$ cat src/source/icache_defines.svh
`ifndef ICACHE_DEFINES_SVH
`define ICACHE_DEFINES_SVH

// Fetch and line widths
`define ICACHE_ADDR_WIDTH 32
`define ICACHE_DATA_WIDTH 128

// Geometry
`define ICACHE_NB_WAYS    4
`define ICACHE_NB_SETS    16

// Address fields, one line per 128-bit fetch word
`define ICACHE_SET_WIDTH  4
`define ICACHE_SET_LSB    4
`define ICACHE_TAG_LSB    8
`define ICACHE_TAG_WIDTH  7

// Replacement
`define ICACHE_LFSR_WIDTH 8

`endif

$ cat src/source/icache_pkg.sv
`include "icache_defines.svh"
`default_nettype none

package icache_pkg;

   // Controller states
   typedef enum logic [2:0]
   {
      DISABLED,
      FLUSH_ALL,
      FLUSH_SET,
      IDLE,
      LOOKUP,
      WAIT_REFILL
   } icache_state_e;

   typedef logic [`ICACHE_NB_WAYS-1:0]   way_mask_t;
   typedef logic [`ICACHE_SET_WIDTH-1:0] set_idx_t;

   // Valid bit sits on top of the address tag
   typedef logic [`ICACHE_TAG_WIDTH:0]   tag_t;

endpackage

`default_nettype wire

$ cat src/source/icache_refill_ctrl.sv
`include "icache_defines.svh"
`default_nettype none

module icache_refill_ctrl
   import icache_pkg::*;
(
   input  logic                          clk,
   input  logic                          rst_n,

   input  logic                          fetch_req_i,
   input  logic [`ICACHE_ADDR_WIDTH-1:0] fetch_addr_i,
   output logic                          fetch_gnt_o,
   output logic                          fetch_rvalid_o,
   output logic [`ICACHE_DATA_WIDTH-1:0] fetch_rdata_o,

   input  logic                          bypass_icache_i,
   input  logic                          flush_icache_i,
   input  logic                          flush_set_req_i,
   input  logic [`ICACHE_ADDR_WIDTH-1:0] flush_set_addr_i,
   output logic                          cache_is_bypassed_o,
   output logic                          cache_is_flushed_o,
   output logic                          flush_set_ack_o,

   input  logic                          lookup_valid_i,
   input  logic [`ICACHE_ADDR_WIDTH-1:0] lookup_addr_i,
   output logic                          lookup_en_o,
   output logic                          lookup_clr_o,

   input  logic                          hit_i,
   input  logic [`ICACHE_DATA_WIDTH-1:0] hit_data_i,
   input  way_mask_t                     victim_way_i,
   output logic                          victim_adv_o,

   output logic                          refill_req_o,
   output logic [`ICACHE_ADDR_WIDTH-1:0] refill_addr_o,
   input  logic                          refill_gnt_i,
   input  logic                          refill_r_valid_i,
   input  logic [`ICACHE_DATA_WIDTH-1:0] refill_r_data_i,

   output logic                          rd_en_o,
   output set_idx_t                      rd_set_o,
   output way_mask_t                     wr_ways_o,
   output set_idx_t                      wr_set_o,
   output tag_t                          wr_tag_o,
   output logic [`ICACHE_DATA_WIDTH-1:0] wr_data_o,
   output logic                          wr_data_en_o
);

   icache_state_e                 state_q, state_d;
   set_idx_t                      flush_cnt_q;
   way_mask_t                     victim_q;
   logic                          byp_req_q;
   logic                          byp_pend_q;
   logic [`ICACHE_ADDR_WIDTH-1:0] byp_addr_q;
   logic                          byp_gnt;
   logic                          ctrl_req;

   assign ctrl_req = bypass_icache_i | flush_icache_i | flush_set_req_i;
   assign byp_gnt  = fetch_gnt_o & (state_q == DISABLED);

   //////////////////////
   // State registers
   //////////////////////

   always_ff @(posedge clk or negedge rst_n)
   begin
      if (!rst_n)
      begin
         state_q     <= DISABLED;
         flush_cnt_q <= '0;
         victim_q    <= '0;
         byp_req_q   <= 1'b0;
         byp_pend_q  <= 1'b0;
      end
      else
      begin
         state_q     <= state_d;
         flush_cnt_q <= (state_q == FLUSH_ALL) ? flush_cnt_q + 1'b1 : '0;
         if (victim_adv_o)
            victim_q <= victim_way_i;

         // A forwarded fetch keeps the cache bypassed until its data returns
         if (byp_gnt)
            byp_pend_q <= 1'b1;
         else if (refill_r_valid_i)
            byp_pend_q <= 1'b0;

         if (byp_gnt)
            byp_req_q <= 1'b1;
         else if (refill_gnt_i)
            byp_req_q <= 1'b0;
      end
   end

   always_ff @(posedge clk)
   begin
      if (byp_gnt)
         byp_addr_q <= fetch_addr_i;
   end

   //////////////////////
   // Next state
   //////////////////////

   always_comb
   begin
      state_d             = state_q;
      fetch_gnt_o         = 1'b0;
      fetch_rvalid_o      = 1'b0;
      fetch_rdata_o       = refill_r_data_i;
      refill_req_o        = 1'b0;
      refill_addr_o       = lookup_addr_i;
      lookup_en_o         = 1'b0;
      lookup_clr_o        = 1'b0;
      victim_adv_o        = 1'b0;
      rd_en_o             = 1'b0;
      rd_set_o            = fetch_addr_i[`ICACHE_SET_LSB +: `ICACHE_SET_WIDTH];
      wr_ways_o           = '0;
      wr_set_o            = lookup_addr_i[`ICACHE_SET_LSB +: `ICACHE_SET_WIDTH];
      wr_tag_o            = '0;
      wr_data_o           = refill_r_data_i;
      wr_data_en_o        = 1'b0;
      cache_is_bypassed_o = 1'b0;
      cache_is_flushed_o  = 1'b0;
      flush_set_ack_o     = 1'b0;

      case (state_q)
         DISABLED:
         begin
            cache_is_bypassed_o = 1'b1;
            cache_is_flushed_o  = 1'b1;
            flush_set_ack_o     = 1'b1;
            lookup_clr_o        = 1'b1;
            fetch_rvalid_o      = refill_r_valid_i;
            if (bypass_icache_i || byp_pend_q)
            begin
               fetch_gnt_o   = fetch_req_i & bypass_icache_i;
               refill_req_o  = byp_req_q;
               refill_addr_o = byp_addr_q;
            end
            else
            begin
               state_d = FLUSH_ALL;
            end
         end

         FLUSH_ALL:
         begin
            flush_set_ack_o = 1'b1;
            wr_ways_o       = '1;
            wr_set_o        = flush_cnt_q;
            if (flush_cnt_q == set_idx_t'(`ICACHE_NB_SETS - 1))
            begin
               cache_is_flushed_o = 1'b1;
               state_d            = IDLE;
            end
         end

         FLUSH_SET:
         begin
            flush_set_ack_o = 1'b1;
            wr_ways_o       = '1;
            wr_set_o        = flush_set_addr_i[`ICACHE_SET_LSB +: `ICACHE_SET_WIDTH];
            state_d         = IDLE;
         end

         IDLE:
         begin
            fetch_gnt_o = fetch_req_i & ~ctrl_req;
            rd_en_o     = fetch_gnt_o;
            lookup_en_o = fetch_gnt_o;
            if (bypass_icache_i)
               state_d = DISABLED;
            else if (flush_icache_i)
               state_d = FLUSH_ALL;
            else if (flush_set_req_i)
               state_d = FLUSH_SET;
            else if (fetch_req_i)
               state_d = LOOKUP;
         end

         LOOKUP:
         begin
            if (!lookup_valid_i)
            begin
               state_d = IDLE;
            end
            else if (hit_i)
            begin
               fetch_rvalid_o = 1'b1;
               fetch_rdata_o  = hit_data_i;
               // Next lookup overlaps the hit being returned
               fetch_gnt_o    = fetch_req_i & ~ctrl_req;
               rd_en_o        = fetch_gnt_o;
               lookup_en_o    = fetch_gnt_o;
               if (!fetch_gnt_o)
               begin
                  lookup_clr_o = 1'b1;
                  state_d      = IDLE;
               end
            end
            else
            begin
               refill_req_o = 1'b1;
               victim_adv_o = refill_gnt_i;
               if (refill_gnt_i)
                  state_d = WAIT_REFILL;
            end
         end

         WAIT_REFILL:
         begin
            fetch_rvalid_o = refill_r_valid_i;
            wr_ways_o      = victim_q & {`ICACHE_NB_WAYS{refill_r_valid_i}};
            wr_tag_o       = {1'b1, lookup_addr_i[`ICACHE_TAG_LSB +: `ICACHE_TAG_WIDTH]};
            wr_data_en_o   = 1'b1;
            if (refill_r_valid_i)
            begin
               lookup_clr_o = 1'b1;
               state_d      = IDLE;
            end
         end

         default:
         begin
            state_d = DISABLED;
         end
      endcase
   end

endmodule

`default_nettype wire

$ cat config.mk
export PLATFORM = sky130hd
export DESIGN_NAME = icache_refill_ctrl
export DESIGN_NICKNAME = d
export VERILOG_FILES = /design/src/source/icache_pkg.sv /design/src/source/icache_refill_ctrl.sv
export VERILOG_INCLUDE_DIRS = /design/src /design/src/source
export SDC_FILE = /design/constraint.sdc
export NUM_CORES = 1
export LEC_CHECK = 0
export ABC_AREA = 1
export ABC_CLOCK_PERIOD_IN_PS = 2270
export BUFFER_PORTS_ARGS = -buffer_cell sky130_fd_sc_hd__buf_2
export CAP_MARGIN = 20
export CORE_AREA = 2 2 267 269
export CTS_CLUSTER_DIAMETER = 30
export DETAILED_ROUTE_END_ITERATION = 8
export DIE_AREA = 0 0 269 271
export GPL_TIMING_DRIVEN = 1
export PLACE_DENSITY = 0.31
export SLEW_MARGIN = 10
export SYNTH_ARGS = -nofsm -noshare
export SYNTH_HDL_FRONTEND = slang
export SYNTH_SLANG_ARGS = --single-unit
export TNS_END_PERCENT = 30
$ cat constraint.sdc
create_clock -name clk -period 2.27 [get_ports clk]
set_input_delay 0 -clock clk [delete_from_list [all_inputs] [get_ports clk]]
set_output_delay 0 -clock clk [all_outputs]
set_load 0.02 [all_outputs]
-- After elaboration in Yosys (flattened, before gate mapping)
Cells that the tools add are included.
- input port bits: 366
- register bits: 45
- logic and storage cells: 84
- output and inout port bits: 319
- mux-type cells: 50
- equal/unequal tests: 12
- add/subtract/negate cells: 1
- bitwise gates (word level): 7
- reduce and logical (&&, ||, !) cells: 8
- operators with widths (cell ; count):
    128-bit 2-to-1 mux ; 3
    32-bit 2-to-1 mux ; 2
    3-bit 2-to-1 mux ; 11
    1-bit 2-to-1 mux ; 23
    3-bit one-hot mux with 6 select lines ; 1
    4-bit one-hot mux with 2 select lines ; 2
    8-bit 2-to-1 mux ; 1
    4-bit != test, second input constant ; 2
    1-bit one-hot mux with 2 select lines ; 4
    3-bit by 2-bit equality test with 1-bit output, second input constant ; 2
    3-bit equality test, second input constant ; 2
    1-bit one-hot mux with 3 select lines ; 2
    6-bit AND reduction ; 1
    5-bit != test, second input constant ; 1
    4-bit by 1-bit adder with 4-bit output, second input constant ; 1
    4-bit bitwise AND ; 1
    4-bit equality test, second input constant ; 1
    4-bit 2-to-1 mux ; 1
    2-bit != test, second input constant ; 2
    2-bit nonzero test ; 2
    2-bit OR reduction ; 2
    1-bit bitwise AND ; 3
    3-bit by 1-bit equality test with 1-bit output, second input constant ; 1
    3-bit zero test ; 1
    other kinds (5) ; 6

-- Logic depth before layout (Yosys ltp)
Gate-level depths: netlist of run 1.
- depth after elaboration: 9
- mapped depth: 10
- gate-level depth less buffers: 9

-- Least setup slack after synthesis of run 1
Ideal clock, no wire load.
- path kind: reg-to-reg
- from: register state_q[1]
- to: register byp_addr_q[0] (enable)
- data required time: 1883 ps
- buffers on the path: 1
- setup slack: 151 ps
- setup time: 387 ps
- clock period less this slack: 2119 ps
- stages on the path, launching flop included: 7
- data arrival time: 1733 ps
- path through: dfrtp_1 buf_4 nor2_4 nand2_1 inv_1 nand3_1 inv_1
- longest elaborated chain between the ends: 3
- elaborated cells on any way between the ends: 5
- those cells by class: 2 x eq/ne; 1 x mux; 1 x bitwise; 1 x reduce/logical
- ends and longest elaborated chain (item ; RTL line ; text):
    start, declared ; icache_refill_ctrl.sv:49 ; icache_state_e state_q, state_d;
    start signal, assigned ; icache_refill_ctrl.sv:77 ; state_q <= state_d;
    3-bit equality test (tied with other cells) ; icache_refill_ctrl.sv:127 ; case (state_q)
    1-bit one-hot mux with 3 select lines ; icache_refill_ctrl.sv:127 ;
    1-bit bitwise AND (*) ; icache_refill_ctrl.sv:59 ; assign byp_gnt = fetch_gnt_o & (state_q == DISABLED);
    named net byp_gnt ; icache_refill_ctrl.sv:55 ; logic byp_gnt;
    end signal, assigned ; icache_refill_ctrl.sv:98 ; byp_addr_q <= fetch_addr_i;
    end, declared ; icache_refill_ctrl.sv:54 ; logic [`ICACHE_ADDR_WIDTH-1:0] byp_addr_q;
Mark *: on every way through the listed nets, which the timed path passes. The rest lies on a longest branch.
A chain may end at the register's enable or synchronous reset.

-- Worst setup path after layout of run 1
- from: register state_q[1]
- to: output fetch_rdata_o[41]
- longest elaborated chain between the ends: 2
- ends and longest elaborated chain (item ; RTL line ; text):
    3-bit equality test ; icache_refill_ctrl.sv:127 ;
    128-bit 2-to-1 mux ; icache_refill_ctrl.sv:127 ;
    end, declared ; icache_refill_ctrl.sv:14 ; output logic [`ICACHE_DATA_WIDTH-1:0] fetch_rdata_o,
No other way between the ends.

==> results by group, run 1 <==
Status
  – Outcome: complete, no violations

Clocking
  – Number of sinks handled by clock tree synthesis: 45
  – Number of CTS-inserted buffers: 5
  – Clock tree from TritonCTS: built
  – Clock Root Buffer: clkbuf_16
  – Clock tree buffer depth: 2
  – Clk pin slew, worst setup/hold paths: 0.07 ns
  – H-tree lvl count: 2
  – Insertion delay of the later-clocked pin in the worst-skew pair: 0.31 ns

Floorplanning
  – Number of top-level pins: 685
  – Die area: 72900 um2
  – Effective utilization at floorplan: 0.0713
  – Core ar.: 69800 um2
  – Die outline width: 269 um
  – Vert. Die Dim: 271 um
  – Count of standard-cell rows: 97

Placed design
  – Post-place instance area: 8400 um2
  – Total placed cells including tap cells: 2269
  – IO buf count: 656
  – Worst setup timing slack at the placement stage: 0.412 ns
  – Final RePlAce weighted congestion: 0.872
  – Detail Placement HPWL: 35500 um

Route
  – Met3 Routed Length: 3510 um
  – Met1 WL: 15800 um
  – Metal2 WL: 20100 um
  – Detailed-router iteration count before antenna repair: 5
  – Via count: 7019
  – Wire length per cell: 17.2 um
  – Routed wire length: 39700 um
  – Top Metal Used: met5
  – Antenna violation net count after detailed routing: 0
  – Average vias per placed instance: 3.03
  – Number of design-rule violations left by the first detailed-router iteration: 312
  – Residual DRC: 0

Logic synthesis
  – Syn_nets: 1190
  – Avg Synthesized Cell Area: 6.05 um2
  – Sequential fraction of the synthesis area: 0.258
  – Synth Register Bits: 45
  – Synth warnings: 0
  – Unique masters post-synth: 22
  – Mapped Cells: 823
  – Netlist area before placement: 4980 um2

Pwr
  – PwrDens: 552 nW/um2
  – Worst IR Drop VDD: 0.509 mV
  – Static Leakage: 5.08 nW
  – Final Total Pwr: 4.94 mW

Timing
  – Final count of hold timing violations: 0
  – Aggregate negative setup slack: 0 ns
  – Clock tree skew after final layout: 0.0114 ns
  – Fmax achieved: 475 MHz
  – Final setup violating endpoints: 0
  – Setup repair after global routing missed its margin: false
  – Number of pins with negative max-slew slack in the final report: 0
  – Slew of the pin with the lowest slew margin: 0.673 ns
  – Fin crit period: 2.10 ns
  – Worst relative slew slack: 0.548
  – Period utilization: 0.927
  – Worst Hold Slack: 0.0348 ns
  – Setup slack of the critical path after layout: 0.165 ns

Worst setup path
  – Worst setup path category: reg -> out
  – Critical Path Sink Type: output pin
  – Required time at the worst-slack endpoint: 2.27 ns
  – Type of origin of the critical path: flip-flop
  – Arrival time at the worst endpoint: 2.10 ns
  – Maximum fanout encountered on the critical timing path: 23

Cells and area
  – Cell area after layout: 8940 um2
  – Most frequent standard cell in the layout excluding fill and tap cells: buf_2
  – Top library cells by usage in the layout, fill and taps aside: 656 x buf_2, 498 x nand2_1, 39 x dlygate4sd3_1, 32 x edfxtp_1, 27 x inv_1
  – Core occupancy in the finished layout: 0.128
  – Layout overhead on the synthesized area: 79.5%
  – Non-filler instance count after layout: 2316
  – Final net count: 1742
  – Antenna diode instance count: 0
  – Fill cells: 8276
  – Share of cells above drive strength 1: 0.503

GRT
  – Initial antenna violation count: 5
  – Via count of the first global-routing pass: 6996
  – First-pass GRT wire length: 51000 um
  – Residual overflow from global routing: 0
  – Largest net degree at the start of global routing: 49
  – Overall routing resource usage: 0.0998

Flow run
  – Number of max-cap violations: 0

Worst hold path
  – Class of the tightest hold or removal check: in -> reg
==> worst max-delay path, cell delays in order (launching register included) <==
cell	delay [ns]
dfrtp_1	0.51
nor2_4	0.23
nand3_4	0.14
inv_8	0.23
buf_4	0.31
nand2_1	0.08
nand2_1	0.10
buf_2	0.18
==> sequential cells by signal (all words and copies together) (netlist names) <==
signal and count:
byp_pend_q 1, byp_req_q 1, state_q 3, victim_q 4
flush_cnt_q 4, byp_addr_q 32
==> per-layer routing <==
layer / vias to the layer above / track usage
met5: - / 0
met4: 6 / 0.0149
met3: 22 / 0.0258
met2: 396 / 0.188
met1: 3120 / 0.113
li1: 3475 / -
==> cells by family (layout without fill, tap and decap cells) <==
kind of cell,Yosys count,after routing,synth area share
compound gates,27,27,0.0281
xor+xnor,2,2,0.00352
buf+inv,200,753,0.279
fa+ha+maj,1,1,0.00251
flops,45,45,0.258
simple gates,548,548,0.428
==> Yosys cell counts (all sizes together) <==
cell type	instances	area, um2
a21oi	3	15.0
buf	167	1260
clkbuf	4	15.0
dfrtp	13	325
edfxtp	32	961
ha	1	12.5
inv	29	109
nand2	498	1870
nand3	23	140
nor2	25	109
nor3	2	15.0
o211ai	2	15.0
o21ai	22	110
xnor2	1	8.76
xor2	1	8.76
==> path summary, 6_finish.rpt <==
| kind | endpoint | slack (ns) | start | depth (start not counted) |
|---|---|---|---|---|
| setup / recovery | fetch_rdata_o[41] | 0.17 | state_q[1] | 7 |
| hold / removal | state_q[1] | 0.03 | fetch_req_i | 4 |
| setup reg to reg | byp_addr_q[3] | 0.56 | state_q[2] | 6 |
| hold reg to reg | flush_cnt_q[0] | 0.52 | flush_cnt_q[0] | 1 |
| max in group asynchronous | byp_req_q | 1.83 | rst_n | 2 |
| min in group asynchronous | victim_q[2] | 0.15 | rst_n | 2 |
==> area by class of cell <==
type,count,area [um2],share of cell area
inverter,29,116,0.0130
multi-input combinational,578,2300,0.258
tap,940,1180,0.132
clock inverter,3,25.0,0.00280
timing repair buffer,716,3910,0.437
sequential,45,1290,0.144
clock buffer,5,125,0.0140
==> power breakdown <==
part | internal (mW) | switching, mW | leakage [nW]
Combinational | 1.00 | 2.05 | 4.57
Sequential | 1.01 | 0.0778 | 0.446
Clock | 0.418 | 0.382 | 0.0708
Total | 2.43 | 2.51 | 5.08
==> timing repair <==
item | 4_1_cts | 5_1_grt
setup endpoints to repair | 0 | 2
hold buffers | 39 | 0
endpoints found under the hold margin | 51 | 0
buffers inserted | 0 | 0
resized for setup | 0 | 1
(Power assumes the default switching activity.)
==> inputs of run 2 (changes only) <==
--- a/config.mk
+++ b/config.mk
@@ -7,15 +7,17 @@
 export NUM_CORES = 1
 export LEC_CHECK = 0
 export ABC_AREA = 1
-export ABC_CLOCK_PERIOD_IN_PS = 2270
+export ABC_CLOCK_PERIOD_IN_PS = 2400
 export BUFFER_PORTS_ARGS = -buffer_cell sky130_fd_sc_hd__buf_2
 export CAP_MARGIN = 20
 export CORE_AREA = 2 2 267 269
 export CTS_CLUSTER_DIAMETER = 30
 export DETAILED_ROUTE_END_ITERATION = 8
 export DIE_AREA = 0 0 269 271
+export GPL_ROUTABILITY_DRIVEN = 0
 export GPL_TIMING_DRIVEN = 1
 export PLACE_DENSITY = 0.31
+export SETUP_SLACK_MARGIN = 0.1
 export SLEW_MARGIN = 10
 export SYNTH_ARGS = -nofsm -noshare
 export SYNTH_HDL_FRONTEND = slang
==> constraint.sdc (replaced) <==
create_clock -name clk -period 2.4 [get_ports clk]
set_input_delay 0 -clock clk [delete_from_list [all_inputs] [get_ports clk]]
set_output_delay 0 -clock clk [all_outputs]
set_load 0.02 [all_outputs]
==> run 2 against run 1 <==
Global-route usage barely moved. Clock power fell by 11%. Core utilization fell by 0.072 points. Hold slack improved by 0.016 ns. Critical path depth fell by 1. Sequential power fell by 6%. Critical path type unchanged.
==> results by group, run 2 (synthesis gave the netlist of run 1 again) <==
Timing
  – Setup repair after global routing missed its margin: true (was false)
  – Worst relative slew slack: 0.554 (was 0.548)
  – Final setup violating endpoints: 0 (unchanged)
  – Number of pins with negative max-slew slack in the final report: 0 (unchanged)
  – Clock tree skew after final layout: 0.0168 ns (was 0.0114 ns)
  – Final count of hold timing violations: 0 (unchanged)
  – Fin crit period: 2.14 ns
  – Period utilization: 0.891
  – Aggregate negative setup slack: 0 ns (unchanged)
  – Slew of the pin with the lowest slew margin: 0.665 ns (was 0.673 ns)
  – Fmax achieved: 468 MHz

Floorplanning
  – Die area: 72900 um2 (unchanged)
  – Vert. Die Dim: 271 um (unchanged)
  – Number of top-level pins: 685 (unchanged)
  – Core ar.: 69800 um2 (unchanged)
  – Effective utilization at floorplan: 0.0713 (unchanged)
  – Die outline width: 269 um (unchanged)
  – Count of standard-cell rows: 97 (unchanged)

Clocking
  – Post-CTS Setup Bufs: 0 (unchanged)
  – Clock tree buffer depth: 2 (unchanged)
  – Clk pin slew, worst setup/hold paths: 0.06 ns (was 0.07 ns)
  – H-tree lvl count: 2 (unchanged)
  – Insertion delay of the later-clocked pin in the worst-skew pair: 0.30 ns (was 0.31 ns)
  – Clock tree from TritonCTS: built (unchanged)
  – Number of sinks handled by clock tree synthesis: 45 (unchanged)
  – Clock Root Buffer: clkbuf_16 (unchanged)
  – Number of CTS-inserted buffers: 5 (unchanged)

GRT
  – Initial antenna violation count: 6 (was 5)
  – Residual overflow from global routing: 0 (unchanged)
  – Via count of the first global-routing pass: 7059 (was 6996)
  – Overall routing resource usage: 0.100 (was 0.0998)
  – Largest net degree at the start of global routing: 90 (was 49)
  – First-pass GRT wire length: 51400 um (was 51000 um)

Cells and area
  – Largest registers: byp_addr_q: 32 flops, flush_cnt_q: 4 flops, victim_q: 4 flops (unchanged)
  – Most frequent standard cell in the layout excluding fill and tap cells: buf_2 (unchanged)
  – Core occupancy in the finished layout: 0.127 (was 0.128)
  – Share of cells above drive strength 1: 0.500 (was 0.503)
  – Max reg flops: 32 (unchanged)
  – Largest Register: byp_addr_q (unchanged)
  – Non-filler instance count after layout: 2311 (was 2316)
  – Final net count: 1736 (was 1742)
  – Layout overhead on the synthesized area: 78.5% (was 79.5%)
  – Top library cells by usage in the layout, fill and taps aside: 656 x buf_2, 498 x nand2_1, 39 x dlygate4sd3_1, 32 x edfxtp_1, 27 x inv_1 (unchanged)

Route
  – Via count: 7126 (was 7019)
  – Routed wire length: 39800 um (was 39700 um)
  – Average vias per placed instance: 3.08 (was 3.03)
  – Wire length per cell: 17.2 um (about the same)
  – Number of design-rule violations left by the first detailed-router iteration: 281 (was 312)
  – Antenna violation net count after detailed routing: 0 (unchanged)
  – Residual DRC: 0 (unchanged)
  – Detailed-router iteration count before antenna repair: 5 (unchanged)

Status
  – Outcome: complete, no violations (unchanged)

Worst setup path
  – Maximum fanout encountered on the critical timing path: 89 (was 23)
  – Cell depth of the worst flop-to-flop path: 6 (unchanged)
  – Arrival time at the worst endpoint: 2.14 ns (was 2.10 ns)
  – Launch instance of the worst register-to-register path: state_q[2] (unchanged)
  – Worst setup path category: reg -> out (unchanged)
  – Critical Path Sink Type: output pin (unchanged)
  – Type of origin of the critical path: flip-flop (unchanged)
  – Reg-to-reg endpoint: byp_addr_q[14] (was byp_addr_q[3])
  – Required time at the worst-slack endpoint: 2.40 ns (was 2.27 ns)
  – Reg-to-reg slack, setup: 0.49 ns (was 0.56 ns)

Placed design
  – Total placed cells including tap cells: 2263 (was 2269)
  – Detail Placement HPWL: 35200 um (was 35500 um)
  – IO buf count: 656 (unchanged)

Flow run
  – Number of max-cap violations: 0 (unchanged)

Pwr
  – PwrDens: 519 nW/um2 (was 552 nW/um2)
  – Final Total Pwr: 4.61 mW (was 4.94 mW)
  – Static Leakage: 5.05 nW (was 5.08 nW)
  – Worst IR Drop VDD: 0.361 mV (was 0.509 mV)

Worst hold path
  – Hold depth: 4 (unchanged)
  – Class of the tightest hold or removal check: in -> reg (unchanged)
  – WHS Endpoint: state_q[1] (unchanged)
  – Hold Startpoint: fetch_req_i (unchanged)
==> run 2: cell types whose count changed in the layout (fill, tap and decap cells not counted), sizes merged <==
cell      delta
diode        +1
clkinv       +4
clkinvlp     -1
inv          -3
buf          -6
==> run 2: worst max path at each step <==
| stage | slack (ns) | endpoint | from | cells past startpoint |
|---|---|---|---|---|
| floorplan | 0.28 | byp_addr_q[0] | state_q[1] | 6 |
| global placement | 0.47 | byp_addr_q[9] | state_q[2] | 6 |
| detailed placement | 0.47 | byp_addr_q[9] | state_q[2] | 6 |
| CTS | 0.15 | fetch_rdata_o[96] | state_q[1] | 6 |
| global route | 0.09 | fetch_rdata_o[96] | state_q[1] | 6 |
| finish | 0.26 | fetch_rdata_o[96] | state_q[1] | 6 |
==> run 2: cell type report <==
class / count / area [um2]
antenna: 1 / 2.50
clock buffer: 5 / 125
clock inverter: 3 / 17.5
fill: 8280 / 60900
inverter: 29 / 121
multi-input combinational: 578 / 2300
sequential: 45 / 1290
tap: 940 / 1180
timing repair buffer: 710 / 3860
==> run 2: worst max-delay path, stage by stage, from the launching register on <==
cell	delay, ns
dfrtp_1	0.56
nor2_4	0.10
nand3_4	0.19
buf_16	0.29
nand2_1	0.22
nand2_1	0.19
buf_2	0.19
==> run 2: power breakdown <==
| group | switching [mW] | internal (mW) |
|---|---|---|
| Combinational | 1.94 | 0.932 |
| Sequential | 0.0714 | 0.958 |
| Clock | 0.332 | 0.384 |
==> run 2: metal layers <==
layer	wire length (um)	share of wire	vias to the layer above	global-route usage
met4	250	0.0063	4	0.0127
met1	15800	0.40	3218	0.115
met5	26	0.00065	-	0
met2	20200	0.51	422	0.189
li1	-	-	3462	-
met3	3590	0.090	20	0.0248
==> run 2: through the flow <==
step | instance area (um2) | hold WS (ns) | setup slack [ns]
after detailed placement | 8340 | -0.0705 | 0.471
after CTS | 8870 | 0.0378 | 0.148
final | 8890 | 0.0506 | 0.262
after global routing | 8890 | 0.0832 | 0.0907
after global placement | 8340 | -0.0642 | 0.468
after floorplan | 4980 | -0.296 | 0.281
==> run 2: what timing repair did <==
action | 4_1_cts | 5_1_grt
hold buffers | 39 | 0
gates resized for setup | 0 | 3
hold endpoints to repair | 51 | 0
endpoints found under the setup margin | 0 | 54
==> inputs of run 3 (changes only) <==
--- a/config.mk
+++ b/config.mk
@@ -10,13 +10,13 @@
 export ABC_CLOCK_PERIOD_IN_PS = 2400
 export BUFFER_PORTS_ARGS = -buffer_cell sky130_fd_sc_hd__buf_2
 export CAP_MARGIN = 20
-export CORE_AREA = 2 2 267 269
+export CORE_AREA = 2 2 265 267
 export CTS_CLUSTER_DIAMETER = 30
 export DETAILED_ROUTE_END_ITERATION = 8
-export DIE_AREA = 0 0 269 271
+export DIE_AREA = 0 0 267 269
 export GPL_ROUTABILITY_DRIVEN = 0
 export GPL_TIMING_DRIVEN = 1
-export PLACE_DENSITY = 0.31
+export PLACE_DENSITY = 0.32
 export SETUP_SLACK_MARGIN = 0.1
 export SLEW_MARGIN = 10
 export SYNTH_ARGS = -nofsm -noshare
==> run 3 against run 2 <==
Clock power increased by 33%. Critical endpoint is now fetch_rdata_o[81]. Sequential share of layout area is 0.17 points lower. First-iteration DRC count rose by 15%.
==> results by group, run 3 (synthesis gave the netlist of run 1 again) <==
Route
  – Average vias per placed instance: 3.09 (was 3.08)
  – Via count: 7143 (was 7126)
  – Antenna violation net count after detailed routing: 0 (unchanged)
  – Routed wire length: 38100 um (was 39800 um)
  – Detailed-router iteration count before antenna repair: 5 (unchanged)
  – Wire length per cell: 16.5 um (was 17.2 um)
  – Number of design-rule violations left by the first detailed-router iteration: 322 (was 281)
  – Residual DRC: 0 (unchanged)

Floorplanning
  – Die area: 71800 um2 (was 72900 um2)
  – Number of top-level pins: 685 (unchanged)
  – Effective utilization at floorplan: 0.0718 (was 0.0713)
  – Die outline width: 267 um (was 269 um)
  – Vert. Die Dim: 269 um (was 271 um)
  – Count of standard-cell rows: 97 (unchanged)
  – Core ar.: 69300 um2 (was 69800 um2)

Timing
  – Fin crit period: 2.20 ns (was 2.14 ns)
  – Slew of the pin with the lowest slew margin: 0.822 ns (was 0.665 ns)
  – Fmax achieved: 456 MHz (was 468 MHz)
  – Final count of hold timing violations: 0 (unchanged)
  – Setup repair after global routing missed its margin: true (unchanged)
  – Clock tree skew after final layout: 0.00940 ns (was 0.0168 ns)
  – Final setup violating endpoints: 0 (unchanged)
  – Number of pins with negative max-slew slack in the final report: 0 (unchanged)
  – Worst relative slew slack: 0.448 (was 0.554)
  – Period utilization: 0.915 (was 0.891)
  – Aggregate negative setup slack: 0 ns (unchanged)

Pwr
  – Power dissipated by switching net loads: 2.38 mW (was 2.34 mW)
  – Static Leakage: 5.10 nW (was 5.05 nW)
  – Power share of the clock group: 0.194 (was 0.155)
  – PwrDens: 544 nW/um2 (was 519 nW/um2)
  – Proportion of power drawn by flip-flops and latches: 0.215 (was 0.223)
  – Combinational share of power: 0.591 (was 0.622)
  – Cell internal power dissipation: 2.52 mW (was 2.27 mW)
  – Final Total Pwr: 4.90 mW (was 4.61 mW)
  – Worst IR Drop VDD: 0.461 mV (was 0.361 mV)
  – Switching share of power: 0.486 (was 0.507)

Worst setup path
  – Buffers and inverters on the worst path: 3 (was 2)
  – Top cell family by delay on the critical path: simple AND/OR/NAND/NOR gates (unchanged)
  – Critical Path Slowest Stage Cell: dfrtp_2 (was dfrtp_1)
  – CP peak stage delay: 0.50 ns (was 0.56 ns)
  – Maximum fanout encountered on the critical timing path: 69 (was 89)
  – Ordered cell list for the critical path: nor2_4 -> nand3_4 -> buf_12 -> buf_12 -> nand2_1 -> nand2_1 -> buf_2 (was nor2_4 -> nand3_4 -> buf_16 -> nand2_1 -> nand2_1 -> buf_2)
  – Arrival time at the worst endpoint: 2.20 ns (was 2.14 ns)
  – Type of origin of the critical path: flip-flop (unchanged)
  – Worst setup path category: reg -> out (unchanged)
  – Required time at the worst-slack endpoint: 2.40 ns (about the same)
  – Critical Path Sink Type: output pin (unchanged)

GRT
  – Largest net degree at the start of global routing: 70 (was 90)
  – Overall routing resource usage: 0.0948 (was 0.100)
  – Residual overflow from global routing: 0 (unchanged)
  – First-pass GRT wire length: 47800 um (was 51400 um)
  – Via count of the first global-routing pass: 6648 (was 7059)
  – Initial antenna violation count: 5 (was 6)

Placed design
  – Detail Placement HPWL: 33300 um (was 35200 um)
  – IO buf count: 656 (unchanged)
  – Total placed cells including tap cells: 2263 (unchanged)

Worst hold path
  – Class of the tightest hold or removal check: in -> reg (unchanged)

Cells and area
  – Fill cells: 8201 (was 8280)
  – Max reg flops: 32 (unchanged)
  – Non-filler instance count after layout: 2315 (was 2311)
  – Layout overhead on the synthesized area: 80.8% (was 78.5%)
  – Largest Register: byp_addr_q (unchanged)
  – Largest registers: byp_addr_q: 32 flops, flush_cnt_q: 4 flops, victim_q: 4 flops (unchanged)
  – Top library cells by usage in the layout, fill and taps aside: 656 x buf_2, 498 x nand2_1, 39 x dlygate4sd3_1, 32 x edfxtp_1, 27 x inv_1 (unchanged)
  – Share of cells above drive strength 1: 0.503 (was 0.500)
  – Final net count: 1739 (was 1736)
  – Most frequent standard cell in the layout excluding fill and tap cells: buf_2 (unchanged)

Clocking
  – Clock tree buffer depth: 2 (unchanged)
  – Clock Root Buffer: clkbuf_16 (unchanged)
  – Number of CTS-inserted buffers: 5 (unchanged)
  – Number of sinks handled by clock tree synthesis: 45 (unchanged)
  – Clock tree from TritonCTS: built (unchanged)
  – Insertion delay of the later-clocked pin in the worst-skew pair: 0.30 ns (about the same)
  – Clk pin slew, worst setup/hold paths: 0.07 ns (was 0.06 ns)
  – H-tree lvl count: 2 (unchanged)

Flow run
  – Number of max-cap violations: 0 (unchanged)

Status
  – Outcome: complete, no violations (unchanged)
## run 3: stage by stage
step	utilization	cell area, um2	hold slack [ns]	setup WS (ns)
floorplan	-	4980	-0.296	0.281
global placement	0.120	8350	-0.0692	0.273
global route	0.130	9000	0.0685	0.0657
CTS	0.129	8970	0.0416	0.149
finish	0.130	9000	0.0630	0.205
detailed placement	0.120	8350	-0.0645	0.232
## run 3: path summary, 6_finish.rpt
check / startpoint / end / slack, ns / cells after the start
worst max-delay path: state_q[0] / fetch_rdata_o[81] / 0.20 / 7
worst min-delay path: fetch_req_i / state_q[1] / 0.06 / 4
worst max register to register: state_q[2] / state_q[2] / 0.48 / 8
worst min register to register: flush_cnt_q[0] / flush_cnt_q[0] / 0.51 / 1
max in group asynchronous: rst_n / state_q[0] / 1.99 / 2
min in group asynchronous: rst_n / victim_q[3] / 0.14 / 2
## run 3: repair_timing
| action | CTS | global route |
|---|---|---|
| buffers inserted | 2 | 0 |
| setup endpoints to repair | 99 | 6 |
| resized for setup | 3 | 0 |
| gates cloned | 0 | 1 |
| hold endpoints to repair | 51 | 0 |
| pin swaps | 1 | 0 |
| hold buffers | 39 | 0 |
## run 3: area by class of cell
type	count	area (um2)	area share
clock inverters	3	65.1	0.00723
multi-input cells	578	2300	0.256
flip-flops and latches	45	1290	0.143
clock buffers	5	125	0.0139
repair buffers	713	3920	0.436
well taps	940	1180	0.131
diodes	2	5.00	0.000556
inverters	29	116	0.0129
## run 3: metal layers
metal	part of all wire	track usage	routed length, um
met2	0.48	0.163	18300
met4	0.016	0.0219	601
met3	0.075	0.0174	2880
met1	0.43	0.122	16400
met5	0	0	0
## run 3: worst register-to-register path: cells and delay by family (launching register included)
kind                   cells  cell delay, ns
buffers and inverters      2            0.53
and+or+nand+nor            6            0.71
DFF                        1            0.57
## run 3: power by group through the flow
stage / registers, mW / logic (mW) / clock network, mW
after detailed placement: 1.07 / 2.89 / 0
after CTS: 1.05 / 2.95 / 0.993
final: 1.05 / 2.89 / 0.952
after global routing: 1.07 / 3.16 / 1.02
after global placement: 1.07 / 2.91 / 0
after floorplan: 1.02 / 1.74 / 0
